--- src/hdl/apb_bus_pkg.sv ---
package apb_bus_pkg;

   // --------------------------------------------------
   // Bus widths
   // --------------------------------------------------
   localparam int ADDR_W = 32;
   localparam int DATA_W = 32;

   // Slave 0 is the ALUT, slaves 1 to 4 are the MAC ports
   localparam int SLV_NUM   = 5;
   localparam int SLV_IDX_W = 3;
   localparam int MAC_NUM   = SLV_NUM - 1;

   // --------------------------------------------------
   // Address map
   // --------------------------------------------------
   localparam logic [ADDR_W-1:0] MAP_BASE      = 32'h00A0_0000;
   localparam logic [ADDR_W-1:0] MAP_SLOT_SIZE = 32'h0001_0000;
   // First address past the last slave slot
   localparam logic [ADDR_W-1:0] MAP_END       = MAP_BASE + SLV_NUM * MAP_SLOT_SIZE;
   // Slot number starts at this address bit
   localparam int SLOT_SHIFT = $clog2(MAP_SLOT_SIZE);

   // AHB transfer types
   typedef enum logic [1:0] {
      HTRANS_IDLE   = 2'b00,
      HTRANS_BUSY   = 2'b01,
      HTRANS_NONSEQ = 2'b10,
      HTRANS_SEQ    = 2'b11
   } htrans_e;

   // AHB responses, only OKAY and ERROR used
   typedef enum logic [1:0] {
      HRESP_OKAY  = 2'b00,
      HRESP_ERROR = 2'b01
   } hresp_e;

   // Bridge FSM
   typedef enum logic [2:0] {
      ST_IDLE,
      ST_SETUP,
      ST_ACCESS,
      ST_ERR1,
      ST_ERR2
   } bridge_state_e;

endpackage

--- src/hdl/alut_pkg.sv ---
package alut_pkg;

   // --------------------------------------------------
   // Table geometry
   // --------------------------------------------------
   localparam int ALUT_ENTRIES = 8;
   localparam int ALUT_PTR_W   = 3;
   // Count runs 0 to ALUT_ENTRIES
   localparam int ALUT_CNT_W   = 4;
   localparam int PORT_W       = 2;
   localparam int MAC_W        = 48;

   // --------------------------------------------------
   // Register offsets on paddr[6:0]
   // --------------------------------------------------
   localparam int REG_OFF_W = 7;

   // MAC bits 31..0
   localparam logic [REG_OFF_W-1:0] REG_MAC_LO = 7'h00;
   // MAC bits 47..32
   localparam logic [REG_OFF_W-1:0] REG_MAC_HI = 7'h04;
   // Port for LEARN
   localparam logic [REG_OFF_W-1:0] REG_PORT   = 7'h08;
   // Write only
   localparam logic [REG_OFF_W-1:0] REG_CMD    = 7'h0C;
   // Read only
   localparam logic [REG_OFF_W-1:0] REG_STATUS = 7'h10;

   // Status field positions
   localparam int STS_HIT_BIT  = 0;
   localparam int STS_PORT_LSB = 1;
   localparam int STS_CNT_LSB  = 4;

   // Command opcodes, written to REG_CMD[1:0]
   typedef enum logic [1:0] {
      CMD_NOP    = 2'd0,
      CMD_LEARN  = 2'd1,
      CMD_LOOKUP = 2'd2,
      CMD_CLEAR  = 2'd3
   } alut_cmd_e;

   // One table entry
   typedef struct packed {
      logic              valid;
      logic [MAC_W-1:0]  mac;
      logic [PORT_W-1:0] port;
   } alut_entry_t;

endpackage

--- src/hdl/apb_if.sv ---
`timescale 1ns/10ps

interface apb_if;
   import apb_bus_pkg::*;

   // Driven by the bridge
   logic [ADDR_W-1:0]    paddr;
   logic                 pwrite;
   logic                 penable;
   logic [DATA_W-1:0]    pwdata;
   logic [SLV_IDX_W-1:0] psel_idx;
   logic                 psel;

   // Combined response from the mux
   logic [DATA_W-1:0]    prdata;
   logic                 pready;

   // ALUT select and read data
   logic                 psel_alut;
   logic [DATA_W-1:0]    alut_prdata;

   modport bridge (
      output paddr, pwrite, penable, pwdata, psel_idx, psel,
      input  prdata, pready
   );

   modport mux (
      input  psel_idx, psel, alut_prdata,
      output prdata, pready, psel_alut
   );

   modport alut (
      input  paddr, pwrite, penable, pwdata, psel_alut,
      output alut_prdata
   );

endinterface

--- src/hdl/ahb_apb_bridge.sv ---
`timescale 1ns/10ps

module ahb_apb_bridge (
   input  logic                                hclk,
   input  logic                                arst_n,
   // AHB-Lite slave side
   input  logic                                hsel,
   input  logic [apb_bus_pkg::ADDR_W-1:0]      haddr,
   input  apb_bus_pkg::htrans_e                htrans,
   input  logic                                hwrite,
   input  logic [apb_bus_pkg::DATA_W-1:0]      hwdata,
   input  logic                                hready_in,
   output logic [apb_bus_pkg::DATA_W-1:0]      hrdata,
   output logic                                hready,
   output apb_bus_pkg::hresp_e                 hresp,
   // APB master side
   apb_if.bridge                               apb
);
   import apb_bus_pkg::*;

   bridge_state_e        state_q;
   bridge_state_e        state_d;

   logic                 accept;
   logic                 in_win;
   logic [ADDR_W-1:0]    slot_off;
   logic [SLV_IDX_W-1:0] slv_idx;

   // Captured address phase
   logic [ADDR_W-1:0]    addr_q;
   logic                 write_q;
   logic [SLV_IDX_W-1:0] idx_q;
   // hwdata held from SETUP onwards
   logic [DATA_W-1:0]    wdata_q;

   // --------------------------------------------------
   // Address decode
   // --------------------------------------------------
   assign in_win   = (haddr >= MAP_BASE) && (haddr < MAP_END);
   assign slot_off = haddr - MAP_BASE;
   // Slot number above the base
   assign slv_idx  = slot_off[SLOT_SHIFT +: SLV_IDX_W];

   // Valid address phase seen by this slave
   assign accept = hsel && hready_in && hready &&
                   ((htrans == HTRANS_NONSEQ) || (htrans == HTRANS_SEQ));

   // --------------------------------------------------
   // AHB response
   // --------------------------------------------------
   always_comb begin
      case (state_q)
         ST_SETUP:  hready = 1'b0;
         // Wait states from the slave
         ST_ACCESS: hready = apb.pready;
         ST_ERR1:   hready = 1'b0;
         default:   hready = 1'b1;
      endcase
   end

   // Two-cycle error on ERR1 and ERR2
   assign hresp = ((state_q == ST_ERR1) || (state_q == ST_ERR2)) ? HRESP_ERROR : HRESP_OKAY;

   // Read data only on the completing cycle
   assign hrdata = (state_q == ST_ACCESS) ? apb.prdata : '0;

   // --------------------------------------------------
   // Bridge FSM
   // --------------------------------------------------
   always_comb begin
      state_d = state_q;
      case (state_q)
         ST_SETUP: state_d = ST_ACCESS;
         ST_ERR1:  state_d = ST_ERR2;
         default: begin
            // IDLE, ERR2 and a finishing ACCESS can take a new transfer
            if (accept) begin
               state_d = in_win ? ST_SETUP : ST_ERR1;
            end else if (hready) begin
               state_d = ST_IDLE;
            end
         end
      endcase
   end

   always_ff @(posedge hclk or negedge arst_n) begin
      if (!arst_n) begin
         state_q <= ST_IDLE;
         write_q <= 1'b0;
         idx_q   <= '0;
      end else begin
         state_q <= state_d;
         if (accept) begin
            write_q <= hwrite;
            idx_q   <= slv_idx;
         end
      end
   end

   // Address and data payload
   always_ff @(posedge hclk) begin
      if (accept) begin
         addr_q <= haddr;
      end
      // Data phase of the accepted write
      if (state_q == ST_SETUP) begin
         wdata_q <= hwdata;
      end
   end

   // --------------------------------------------------
   // APB outputs
   // --------------------------------------------------
   assign apb.paddr    = addr_q;
   assign apb.pwrite   = write_q;
   assign apb.psel_idx = idx_q;
   assign apb.psel     = (state_q == ST_SETUP) || (state_q == ST_ACCESS);
   assign apb.penable  = (state_q == ST_ACCESS);
   // hwdata straight through in SETUP, held copy in ACCESS
   assign apb.pwdata   = (state_q == ST_SETUP) ? hwdata : wdata_q;

endmodule

--- src/hdl/apb_slave_mux.sv ---
`timescale 1ns/10ps

module apb_slave_mux (
   apb_if.mux                                                         apb,
   // External MAC register ports
   output logic [apb_bus_pkg::MAC_NUM-1:0]                            psel_mac,
   input  logic [apb_bus_pkg::MAC_NUM-1:0][apb_bus_pkg::DATA_W-1:0]   prdata_mac,
   input  logic [apb_bus_pkg::MAC_NUM-1:0]                            pready_mac
);
   import apb_bus_pkg::*;

   // One-hot select, bit 0 is the ALUT
   logic [SLV_NUM-1:0] psel_vec;

   // --------------------------------------------------
   // Select decode
   // --------------------------------------------------
   always_comb begin
      for (int i = 0; i < SLV_NUM; i++) begin
         psel_vec[i] = apb.psel && (apb.psel_idx == SLV_IDX_W'(i));
      end
   end

   assign apb.psel_alut = psel_vec[0];
   assign psel_mac      = psel_vec[SLV_NUM-1:1];

   // --------------------------------------------------
   // Read data and ready combine
   // --------------------------------------------------
   always_comb begin
      // Unmapped index, never started by the bridge
      apb.prdata = '0;
      apb.pready = 1'b1;
      if (apb.psel_idx == '0) begin
         // ALUT has no wait states
         apb.prdata = apb.alut_prdata;
         apb.pready = 1'b1;
      end
      for (int i = 0; i < MAC_NUM; i++) begin
         // MAC slots sit one above their port number
         if (apb.psel_idx == SLV_IDX_W'(i + 1)) begin
            apb.prdata = prdata_mac[i];
            apb.pready = pready_mac[i];
         end
      end
   end

endmodule

--- src/hdl/alut_veneer.sv ---
`timescale 1ns/10ps

module alut_veneer (
   input  logic hclk,
   input  logic arst_n,
   apb_if.alut  apb
);
   import apb_bus_pkg::*;
   import alut_pkg::*;

   // Staging registers
   logic [DATA_W-1:0]       mac_lo_q;
   logic [MAC_W-DATA_W-1:0] mac_hi_q;
   logic [PORT_W-1:0]       port_q;

   // Table and replace pointer
   alut_entry_t             tbl_q [ALUT_ENTRIES];
   logic [ALUT_PTR_W-1:0]   rr_ptr_q;

   // Lookup status
   logic                    hit_q;
   logic [PORT_W-1:0]       found_port_q;

   logic [REG_OFF_W-1:0]    reg_off;
   logic                    wr_en;
   logic                    cmd_wr;
   alut_cmd_e               cmd;
   logic [MAC_W-1:0]        cur_mac;

   // Search results
   logic                    match_hit;
   logic [ALUT_PTR_W-1:0]   match_idx;
   logic                    free_hit;
   logic [ALUT_PTR_W-1:0]   free_idx;
   logic [ALUT_PTR_W-1:0]   learn_idx;
   logic [ALUT_CNT_W-1:0]   valid_cnt;

   assign reg_off = apb.paddr[REG_OFF_W-1:0];
   // Always ready, so ACCESS lasts one cycle
   assign wr_en   = apb.psel_alut && apb.penable && apb.pwrite;
   assign cmd_wr  = wr_en && (reg_off == REG_CMD);
   assign cmd     = alut_cmd_e'(apb.pwdata[1:0]);
   assign cur_mac = {mac_hi_q, mac_lo_q};

   // --------------------------------------------------
   // Table search
   // --------------------------------------------------
   always_comb begin
      match_hit = 1'b0;
      match_idx = '0;
      free_hit  = 1'b0;
      free_idx  = '0;
      valid_cnt = '0;
      // Walk down so the lowest index wins
      for (int i = ALUT_ENTRIES - 1; i >= 0; i--) begin
         if (tbl_q[i].valid && (tbl_q[i].mac == cur_mac)) begin
            match_hit = 1'b1;
            match_idx = ALUT_PTR_W'(i);
         end
         if (!tbl_q[i].valid) begin
            free_hit = 1'b1;
            free_idx = ALUT_PTR_W'(i);
         end
         valid_cnt = valid_cnt + ALUT_CNT_W'(tbl_q[i].valid);
      end
   end

   // Existing entry, else lowest free, else round robin
   assign learn_idx = match_hit ? match_idx : (free_hit ? free_idx : rr_ptr_q);

   // --------------------------------------------------
   // Registers and command engine
   // --------------------------------------------------
   always_ff @(posedge hclk or negedge arst_n) begin
      if (!arst_n) begin
         mac_lo_q     <= '0;
         mac_hi_q     <= '0;
         port_q       <= '0;
         tbl_q        <= '{default: '0};
         rr_ptr_q     <= '0;
         hit_q        <= 1'b0;
         found_port_q <= '0;
      end else begin
         if (wr_en && (reg_off == REG_MAC_LO)) begin
            mac_lo_q <= apb.pwdata;
         end
         if (wr_en && (reg_off == REG_MAC_HI)) begin
            mac_hi_q <= apb.pwdata[MAC_W-DATA_W-1:0];
         end
         if (wr_en && (reg_off == REG_PORT)) begin
            port_q <= apb.pwdata[PORT_W-1:0];
         end
         if (cmd_wr) begin
            case (cmd)
               CMD_LEARN: begin
                  tbl_q[learn_idx] <= '{valid: 1'b1, mac: cur_mac, port: port_q};
                  // Pointer moves only on a replacement
                  if (!match_hit && !free_hit) begin
                     rr_ptr_q <= rr_ptr_q + 1'b1;
                  end
               end
               CMD_LOOKUP: begin
                  hit_q        <= match_hit;
                  found_port_q <= match_hit ? tbl_q[match_idx].port : '0;
               end
               CMD_CLEAR: begin
                  for (int i = 0; i < ALUT_ENTRIES; i++) begin
                     tbl_q[i].valid <= 1'b0;
                  end
                  rr_ptr_q <= '0;
               end
               default: ;
            endcase
         end
      end
   end

   // --------------------------------------------------
   // Read path
   // --------------------------------------------------
   always_comb begin
      apb.alut_prdata = '0;
      case (reg_off)
         REG_MAC_LO: apb.alut_prdata = mac_lo_q;
         REG_MAC_HI: apb.alut_prdata[MAC_W-DATA_W-1:0] = mac_hi_q;
         REG_PORT:   apb.alut_prdata[PORT_W-1:0] = port_q;
         REG_STATUS: begin
            apb.alut_prdata[STS_HIT_BIT]                 = hit_q;
            apb.alut_prdata[STS_PORT_LSB +: PORT_W]      = found_port_q;
            apb.alut_prdata[STS_CNT_LSB +: ALUT_CNT_W]   = valid_cnt;
         end
         // REG_CMD and holes read zero
         default: apb.alut_prdata = '0;
      endcase
   end

endmodule

--- src/hdl/apb_subsystem.sv ---
`timescale 1ns/10ps

module apb_subsystem (
   input  logic                               hclk,
   input  logic                               arst_n,
   // AHB-Lite slave port
   input  logic                               hsel,
   input  logic [apb_bus_pkg::ADDR_W-1:0]     haddr,
   input  apb_bus_pkg::htrans_e               htrans,
   input  logic                               hwrite,
   input  logic [apb_bus_pkg::DATA_W-1:0]     hwdata,
   input  logic                               hready_in,
   output logic [apb_bus_pkg::DATA_W-1:0]     hrdata,
   output logic                               hready,
   output apb_bus_pkg::hresp_e                hresp,
   // Shared APB signals to the MACs
   output logic [apb_bus_pkg::ADDR_W-1:0]     paddr,
   output logic                               pwrite,
   output logic                               penable,
   output logic [apb_bus_pkg::DATA_W-1:0]     pwdata,
   // MAC0 to MAC3 slave ports
   output logic                               psel_mac0,
   output logic                               psel_mac1,
   output logic                               psel_mac2,
   output logic                               psel_mac3,
   input  logic [apb_bus_pkg::DATA_W-1:0]     prdata_mac0,
   input  logic [apb_bus_pkg::DATA_W-1:0]     prdata_mac1,
   input  logic [apb_bus_pkg::DATA_W-1:0]     prdata_mac2,
   input  logic [apb_bus_pkg::DATA_W-1:0]     prdata_mac3,
   input  logic                               pready_mac0,
   input  logic                               pready_mac1,
   input  logic                               pready_mac2,
   input  logic                               pready_mac3
);
   import apb_bus_pkg::*;

   apb_if apb ();

   // MAC ports gathered for the mux, index 0 is MAC0
   logic [MAC_NUM-1:0]             psel_mac;
   logic [MAC_NUM-1:0][DATA_W-1:0] prdata_mac;
   logic [MAC_NUM-1:0]             pready_mac;

   assign prdata_mac = {prdata_mac3, prdata_mac2, prdata_mac1, prdata_mac0};
   assign pready_mac = {pready_mac3, pready_mac2, pready_mac1, pready_mac0};
   assign {psel_mac3, psel_mac2, psel_mac1, psel_mac0} = psel_mac;

   // Shared APB outputs
   assign paddr   = apb.paddr;
   assign pwrite  = apb.pwrite;
   assign penable = apb.penable;
   assign pwdata  = apb.pwdata;

   ahb_apb_bridge u_bridge (
      .hclk      (hclk),
      .arst_n    (arst_n),
      .hsel      (hsel),
      .haddr     (haddr),
      .htrans    (htrans),
      .hwrite    (hwrite),
      .hwdata    (hwdata),
      .hready_in (hready_in),
      .hrdata    (hrdata),
      .hready    (hready),
      .hresp     (hresp),
      .apb       (apb.bridge)
   );

   apb_slave_mux u_mux (
      .apb        (apb.mux),
      .psel_mac   (psel_mac),
      .prdata_mac (prdata_mac),
      .pready_mac (pready_mac)
   );

   // Internal lookup table on slot 0
   alut_veneer u_alut (
      .hclk   (hclk),
      .arst_n (arst_n),
      .apb    (apb.alut)
   );

endmodule

--- config.mk ---
export PLATFORM = sky130hd
export DESIGN_NAME = apb_subsystem
export DESIGN_NICKNAME = d
export VERILOG_FILES = /design/src/hdl/apb_bus_pkg.sv /design/src/hdl/alut_pkg.sv /design/src/hdl/apb_if.sv /design/src/hdl/ahb_apb_bridge.sv /design/src/hdl/apb_slave_mux.sv /design/src/hdl/alut_veneer.sv /design/src/hdl/apb_subsystem.sv
export SDC_FILE = /design/constraint.sdc
export NUM_CORES = 1
export LEC_CHECK = 0
export ABC_AREA = 1
export BUFFER_PORTS_ARGS = -buffer_cell sky130_fd_sc_hd__buf_2
export CELL_PAD_IN_SITES_DETAIL_PLACEMENT = 0
export CELL_PAD_IN_SITES_GLOBAL_PLACEMENT = 1
export CORE_UTILIZATION = 30
export DETAILED_ROUTE_END_ITERATION = 8
export GPL_TIMING_DRIVEN = 0
export PLACE_DENSITY = 0.59
export SYNTH_ARGS = -nofsm -noshare
export SYNTH_HDL_FRONTEND = slang
export SYNTH_SLANG_ARGS = --single-unit
--- constraint.sdc ---
create_clock -name hclk -period 4.3 [get_ports hclk]
set_clock_uncertainty 0.05 [all_clocks]
set_input_delay 0.86 -clock hclk [delete_from_list [all_inputs] [get_ports hclk]]
set_output_delay 0.86 -clock hclk [all_outputs]
set_load 0.05 [all_outputs]
==> flow_metrics.tcl, run 1 <==
set metrics [dict create \
    status "finished with violations" \
    failed_checks "setup timing" \
    drv_cap 0 \
    drive_above_1_share 0.193 \
    layout_common_cells "nand2_1, dfrtp_1, buf_2" \
    avgRoutedWirePerCell_um 31.8 \
    synth_xor_area_frac 0.0276 \
    synthCells 4078 \
    final_net_count 4680 \
    vias 32100 \
    muxShareOfSynthArea 0.00586 \
    required_ns 3.39 \
    synth_adder_area_share 0.00464 \
    ant_nets 0 \
    power_density_nw_per_um2 364 \
    layout_commonest_cell "nand2_1" \
    avgSynthCellArea_um2 7.54 \
    drc 0 \
    hold_viol 0 \
    clk_latency_ns 0.67 \
    syn-cell-area_um2 30800 \
    antenna_found_initial 16 \
    clockBufferDepth 3 \
    yosysUniqueCellTypes 65 \
    dpl.cell_count 5758 \
    period_share 1.18 \
    core_area_um2 102000 \
    cts_buffers 69 \
    start_kind "flop" \
    grt_overflow_total 0 \
    areaGrowthSynthToFinish_pct 20.2 \
    num_rows 117 \
    rr_endpoint "u_alut.tbl_q[186]" \
    dieArea_um2 104000 \
    synth_fp_nets 4290 \
    clk_pin_slew_worst_paths_ns 0.06 \
    worst_pin_slew_ns 1.27 \
    grt_pass1_vias 29800 \
    utilization 0.363 \
    cts_tree "built" \
    p_leak_nw 16.3 \
    dp_slack_ns -0.657 \
    first_pass_iters 6 \
    tns_ns -9.84 \
    critPathCaptureType "output pin" \
    seq_area_frac_synth 0.435 \
    clockRootBuffer "clkbuf_16" \
    yosys_warnings 0 \
    max_freq_mhz 198 \
    cp_max_fo 2 \
    die_w_um 322 \
    slew_viol_final 0 \
    numPortBuffers 305 \
    reg2reg_slack_ns -0.17 \
    die_height_um 322 \
    ios 308 \
    reg2reg_depth 18 \
    rsz0062_at_grt "true" \
    ir_worst_vdd_mv 0.257 \
    track_usage 0.358 \
    grt_pass1_wl_mm 252 \
    ys_seq_elements 535 \
    synth_compound_area_frac 0.164 \
    place_congestion 1.11 \
    worstPathArrival_ns 4.15 \
    yosys.area_share.simple 0.266 \
    place.detailed.hpwl_mm 148 \
    final-setup-viol-count 76 \
    maxSlewHeadroom 0.155 \
    cts.sinks 535 \
    crit_chain "clkinvlp_4 > ha_4 > fa_1 > fa_1 > fa_2 > fa_2 > xor2_2 > o221ai_2 > a22oi_2 > a21oi_1 > a21oi_1 > nor2_2 > buf_6" \
    viasPerCell 5.44 \
    synth_top_family_by_area "simple AND/OR/NAND/NOR gates" \
    min_path_type "input port to async pin" \
    grt_max_degree 107 \
    fill_cells 11000 \
    fin_ws_ns -0.758 \
    r2r-start "u_alut.mac_lo_q[21]" \
    cts_hold_buf 0 \
    drt_iter0_markers 4161 \
    wirelength_mm 188 \
    start_util 0.302 \
    whs_ns 0.0850 \
    max_stage_delay_ns 0.46 \
    layout_min_cycle_time_ns 5.06 \
    crit_type "flop to output pin" \
    crit_slowest_cell "fa_1" \
    stdcell_count 5898 \
    cts.htree.levels 3 \
]
metal layers:
layer / up-vias / GRT usage / wire [um] / part of all wire
li1: 14100 / - / - / -
met1: 15700 / 0.478 / 77900 / 0.41
met2: 1877 / 0.530 / 79600 / 0.42
met3: 333 / 0.0873 / 19200 / 0.10
met4: 10 / 0.192 / 11200 / 0.059
met5: - / 0 / 70 / 0.00037
Yosys cell counts, drive strengths merged:
| cell type | number | area share |
|---|---|---|
| a21oi | 38 | 0.0073 |
| nor4b | 1 | 0.00028 |
| or4 | 1 | 0.00024 |
| a32oi | 16 | 0.0046 |
| a221oi | 2 | 0.00057 |
| nor3 | 58 | 0.0096 |
| o2111ai | 5 | 0.0016 |
| nor3b | 19 | 0.0046 |
| xnor2 | 47 | 0.013 |
| clkinv | 1 | 0.00016 |
| or3 | 1 | 0.00020 |
| nand2b | 2 | 0.00041 |
| o2111a | 5 | 0.0018 |
| conb | 1 | 0.00012 |
| a31oi | 4 | 0.00081 |
| mux2 | 16 | 0.0059 |
| clkbuf | 62 | 0.0076 |
| inv | 404 | 0.050 |
| o41ai | 1 | 0.00028 |
| and3b | 2 | 0.00057 |
| ha | 5 | 0.0020 |
| nand2 | 1223 | 0.15 |
| o21a | 16 | 0.0039 |
| or2 | 47 | 0.0096 |
| o22ai | 97 | 0.020 |
| nand3b | 6 | 0.0019 |
| o211ai | 11 | 0.0027 |
| o21ai | 601 | 0.11 |
| and2 | 1 | 0.00020 |
| buf | 169 | 0.039 |
| fa | 4 | 0.0026 |
| dfrtp | 471 | 0.38 |
| o221ai | 3 | 0.00085 |
| and3 | 2 | 0.00041 |
| a211oi | 9 | 0.0022 |
| nor4 | 24 | 0.0049 |
| dfxtp | 32 | 0.021 |
| a22oi | 10 | 0.0024 |
| a41oi | 16 | 0.0046 |
| nor2 | 380 | 0.047 |
| nand4 | 82 | 0.017 |
| nand3 | 100 | 0.018 |
| o31ai | 1 | 0.00024 |
| edfxtp | 32 | 0.031 |
| xor2 | 50 | 0.014 |
sequential cells by signal, summed over array words and instances, names as in the netlist:
name	cells
u_bridge.wdata_q	32
u_bridge.apb.pwrite	1
u_alut.hit_q	1
u_alut.found_port_q	2
u_alut.mac_lo_q	32
u_bridge.apb.paddr	32
u_bridge.state_q	3
u_bridge.apb.psel_idx	3
u_alut.tbl_q	408
u_alut.rr_ptr_q	3
u_alut.mac_hi_q	16
u_alut.port_q	2
layout make-up:
class	instances	area (um2)	share of cell area
antenna	6	15.0	0.000406
buffer	227	1440	0.0389
clock buffer	102	2040	0.0551
clock inverter	25	345	0.00934
inverter	405	1540	0.0417
multi-input combinational	2907	14600	0.395
sequential	535	13400	0.362
tap	1368	1710	0.0463
timing repair buffer	323	1890	0.0511
worst max-delay path by stage:
stage	end	slack (ns)	cells past startpoint	from
after global routing	hrdata[6]	-0.88	13	u_alut.tbl_q[50]
after CTS	hrdata[6]	-0.82	13	u_alut.tbl_q[50]
after global placement	u_alut.hit_q	-8.17	1	arst_n
final	hrdata[6]	-0.76	13	u_alut.tbl_q[50]
after detailed placement	hrdata[6]	-0.66	12	u_alut.tbl_q[254]
after floorplan	hrdata[6]	-0.05	12	u_alut.tbl_q[50]
worst max-delay path, delay by kind of cell, from the launching register on:
kind                       cells  cell delay (ns)
and+or+nand+nor                1             0.13
buffers and inverters          2             0.30
xor gates and xnor gates       1             0.16
DFF                            1             0.40
AOI/OAI and AO/OA              4             0.57
adders and majority gates      5             1.93
where the power goes:
part           internal (mW)  total, mW  switching, mW
Combinational          0.457       2.03           1.57
Clock                   3.72       6.18           2.46
Sequential              5.22       5.26         0.0483
logic make-up after synthesis:
group / after synthesis
AND/OR/NAND/NOR: 1949
AO/OA/AOI/OAI: 835
buffers and inverters: 636
flip-flops: 535
XOR/XNOR: 97
multiplexers: 16
adder cells (fa/ha/maj): 9
other: 1
stage by stage:
stage | total power, mW | instance area, um2
floorplan | 6.55 | 30800
global placement | 7.34 | 34000
detailed placement | 7.37 | 34200
CTS | 13.6 | 36800
global route | 13.9 | 37000
finish | 13.5 | 37000
timing repair:
item                                    4_1_cts  5_1_grt
cloned                                        0        0
setup buffers                                 6        5
pin swaps                                    10       15
gates resized for setup                      46       29
endpoints found under the setup margin      414      394
Note: power is estimated with default switching activity, not from simulation.
==> run 2: changes to the inputs <==
--- a/config.mk
+++ b/config.mk
@@ -13,6 +13,7 @@
 export DETAILED_ROUTE_END_ITERATION = 8
 export GPL_TIMING_DRIVEN = 0
 export PLACE_DENSITY = 0.59
+export RECOVER_POWER = 25
 export SYNTH_ARGS = -nofsm -noshare
 export SYNTH_HDL_FRONTEND = slang
 export SYNTH_SLANG_ARGS = --single-unit
==> run 2 against run 1 <==
The run ends with capacitance limit, slew limit, setup timing left. Clock power barely moved. First-iteration DRC count barely moved. Combinational power barely moved. Global-route usage did not move. Maximum frequency barely moved.
==> flow_metrics.tcl, run 2 (synthesis gave the netlist of run 1 again) <==
set metrics [dict create \
    ios 308 \
    grt_overflow_total 0 \
    vias 32100 \
    viasPerCell 5.44 \
    drc 0 \
    rsz0062_at_grt "true" \
    cts_buffers 69 \
    cts_tree "built" \
    cp_max_fo 2 \
    regMostFlops "u_alut.tbl_q" \
    hold_viol 0 \
    antenna_found_initial 16 \
    clk_latency_ns 0.67 \
    die_height_um 322 \
    areaGrowthSynthToFinish_pct 20.1 \
    die_w_um 322 \
    num_rows 117 \
    clockBufferDepth 3 \
    power_density_nw_per_um2 365 \
    cts.htree.levels 3 \
    status "finished with violations" \
    maxSlewHeadroom -1.33 \
    place.detailed.hpwl_mm 148 \
    clk_pin_slew_worst_paths_ns 0.06 \
    drt_iter0_markers 4164 \
    place_congestion 1.11 \
    final_net_count 4680 \
    critPathCaptureType "output pin" \
    whs_ns 0.325 \
    drive_above_1_share 0.191 \
    core_area_um2 102000 \
    drv_cap 1 \
    start_util 0.302 \
    grt_pass1_vias 29800 \
    crit_type "flop to output pin" \
    grt_max_degree 107 \
    slew_viol_final 56 \
    clockRootBuffer "clkbuf_16" \
    required_ns 3.39 \
    grt_pass1_wl_mm 252 \
    final-setup-viol-count 82 \
    track_usage 0.358 \
    failed_checks "capacitance limit, slew limit, setup timing" \
    period_share 1.18 \
    fin_ws_ns -0.763 \
    max_freq_mhz 198 \
    tns_ns -9.51 \
    ir_worst_vdd_mv 0.257 \
    cts_hold_buf 0 \
    worst_pin_slew_ns 3.49 \
    layout_commonest_cell "nand2_1" \
    dieArea_um2 104000 \
    worstPathArrival_ns 4.15 \
    p_leak_nw 16.3 \
    numPortBuffers 305 \
    min_path_type "input port to flop" \
    avgRoutedWirePerCell_um 31.8 \
    ant_nets 0 \
    fill_cells 11000 \
    largest_reg_flops 408 \
    cts.sinks 535 \
    layout_common_cells "nand2_1, dfrtp_1, buf_2" \
    layout_min_cycle_time_ns 5.06 \
    dp_slack_ns -0.657 \
    start_kind "flop" \
    wirelength_mm 188 \
    first_pass_iters 7 \
]
==> run 2: cell count changes in the layout (fill, tap and decap cells not counted) <==
cell | before | now
clkbuf_1 | 63 | 73
buf_16 | 5 | 4
buf_8 | 1 | 0
clkbuf_8 | 10 | 11
buf_2 | 395 | 386
==> run 2: power breakdown <==
group / total, mW / internal [mW] / switching, mW
Combinational: 2.03 / 0.455 / 1.57
Clock: 6.18 / 3.72 / 2.46
Sequential: 5.26 / 5.22 / 0.0483
==> run 2: cell type report <==
type / instances / area, um2 / area share
antenna: 6 / 15.0 / 0.000406
buffer: 227 / 1440 / 0.0390
clock buffer: 102 / 2040 / 0.0551
clock inverter: 25 / 345 / 0.00935
inverter: 405 / 1540 / 0.0417
multi-input combinational: 2907 / 14600 / 0.395
sequential: 535 / 13400 / 0.363
tap: 1368 / 1710 / 0.0463
timing repair buffer: 323 / 1850 / 0.0502
==> run 2: worst max-delay path, stage by stage (launching register included) <==
cell and delay, ns:
dfrtp_1 0.40, clkinvlp_4 0.13, ha_4 0.27, fa_1 0.41, fa_1 0.46, fa_2 0.38, fa_2 0.41, xor2_2 0.16
o221ai_2 0.26, a22oi_2 0.08, a21oi_1 0.17, a21oi_1 0.06, nor2_2 0.13, buf_6 0.17
==> run 2: worst paths after layout <==
kind	startpoint	to	slack (ns)	cells past startpoint
max	u_alut.tbl_q[50]	hrdata[6]	-0.76	13
min	haddr[0]	u_bridge.apb.paddr[0]	0.32	1
max reg2reg	u_alut.mac_hi_q[5]	u_alut.tbl_q[186]	-0.16	17
min reg2reg	u_alut.tbl_q[247]	u_alut.tbl_q[247]	0.43	2
max in group asynchronous	arst_n	u_alut.tbl_q[402]	0.59	3
min in group asynchronous	arst_n	u_alut.tbl_q[237]	1.35	1
==> run 2: stage by stage <==
stage / util / cells / cell area, um2 / total power, mW
after detailed placement: 0.336 / 5758 / 34200 / 7.37
after global placement: 0.334 / 5751 / 34000 / 7.34
after CTS: 0.362 / 5887 / 36800 / 13.6
after global routing: 0.363 / 5893 / 36900 / 13.9
final: 0.363 / 5898 / 36900 / 13.5
after floorplan: - / 4078 / 30800 / 6.55
==> run 2: metal layers <==
layer,share of wire,global-route usage
met5,0.00037,0
met4,0.059,0.192
met3,0.10,0.0873
met2,0.42,0.530
met1,0.41,0.478
==> run 2: repair_timing <==
action | in CTS | in global routing
endpoints found under the setup margin | 414 | 394
gates resized for setup | 46 | 29
pin swaps | 10 | 15
setup buffers | 6 | 5
cloned | 0 | 0
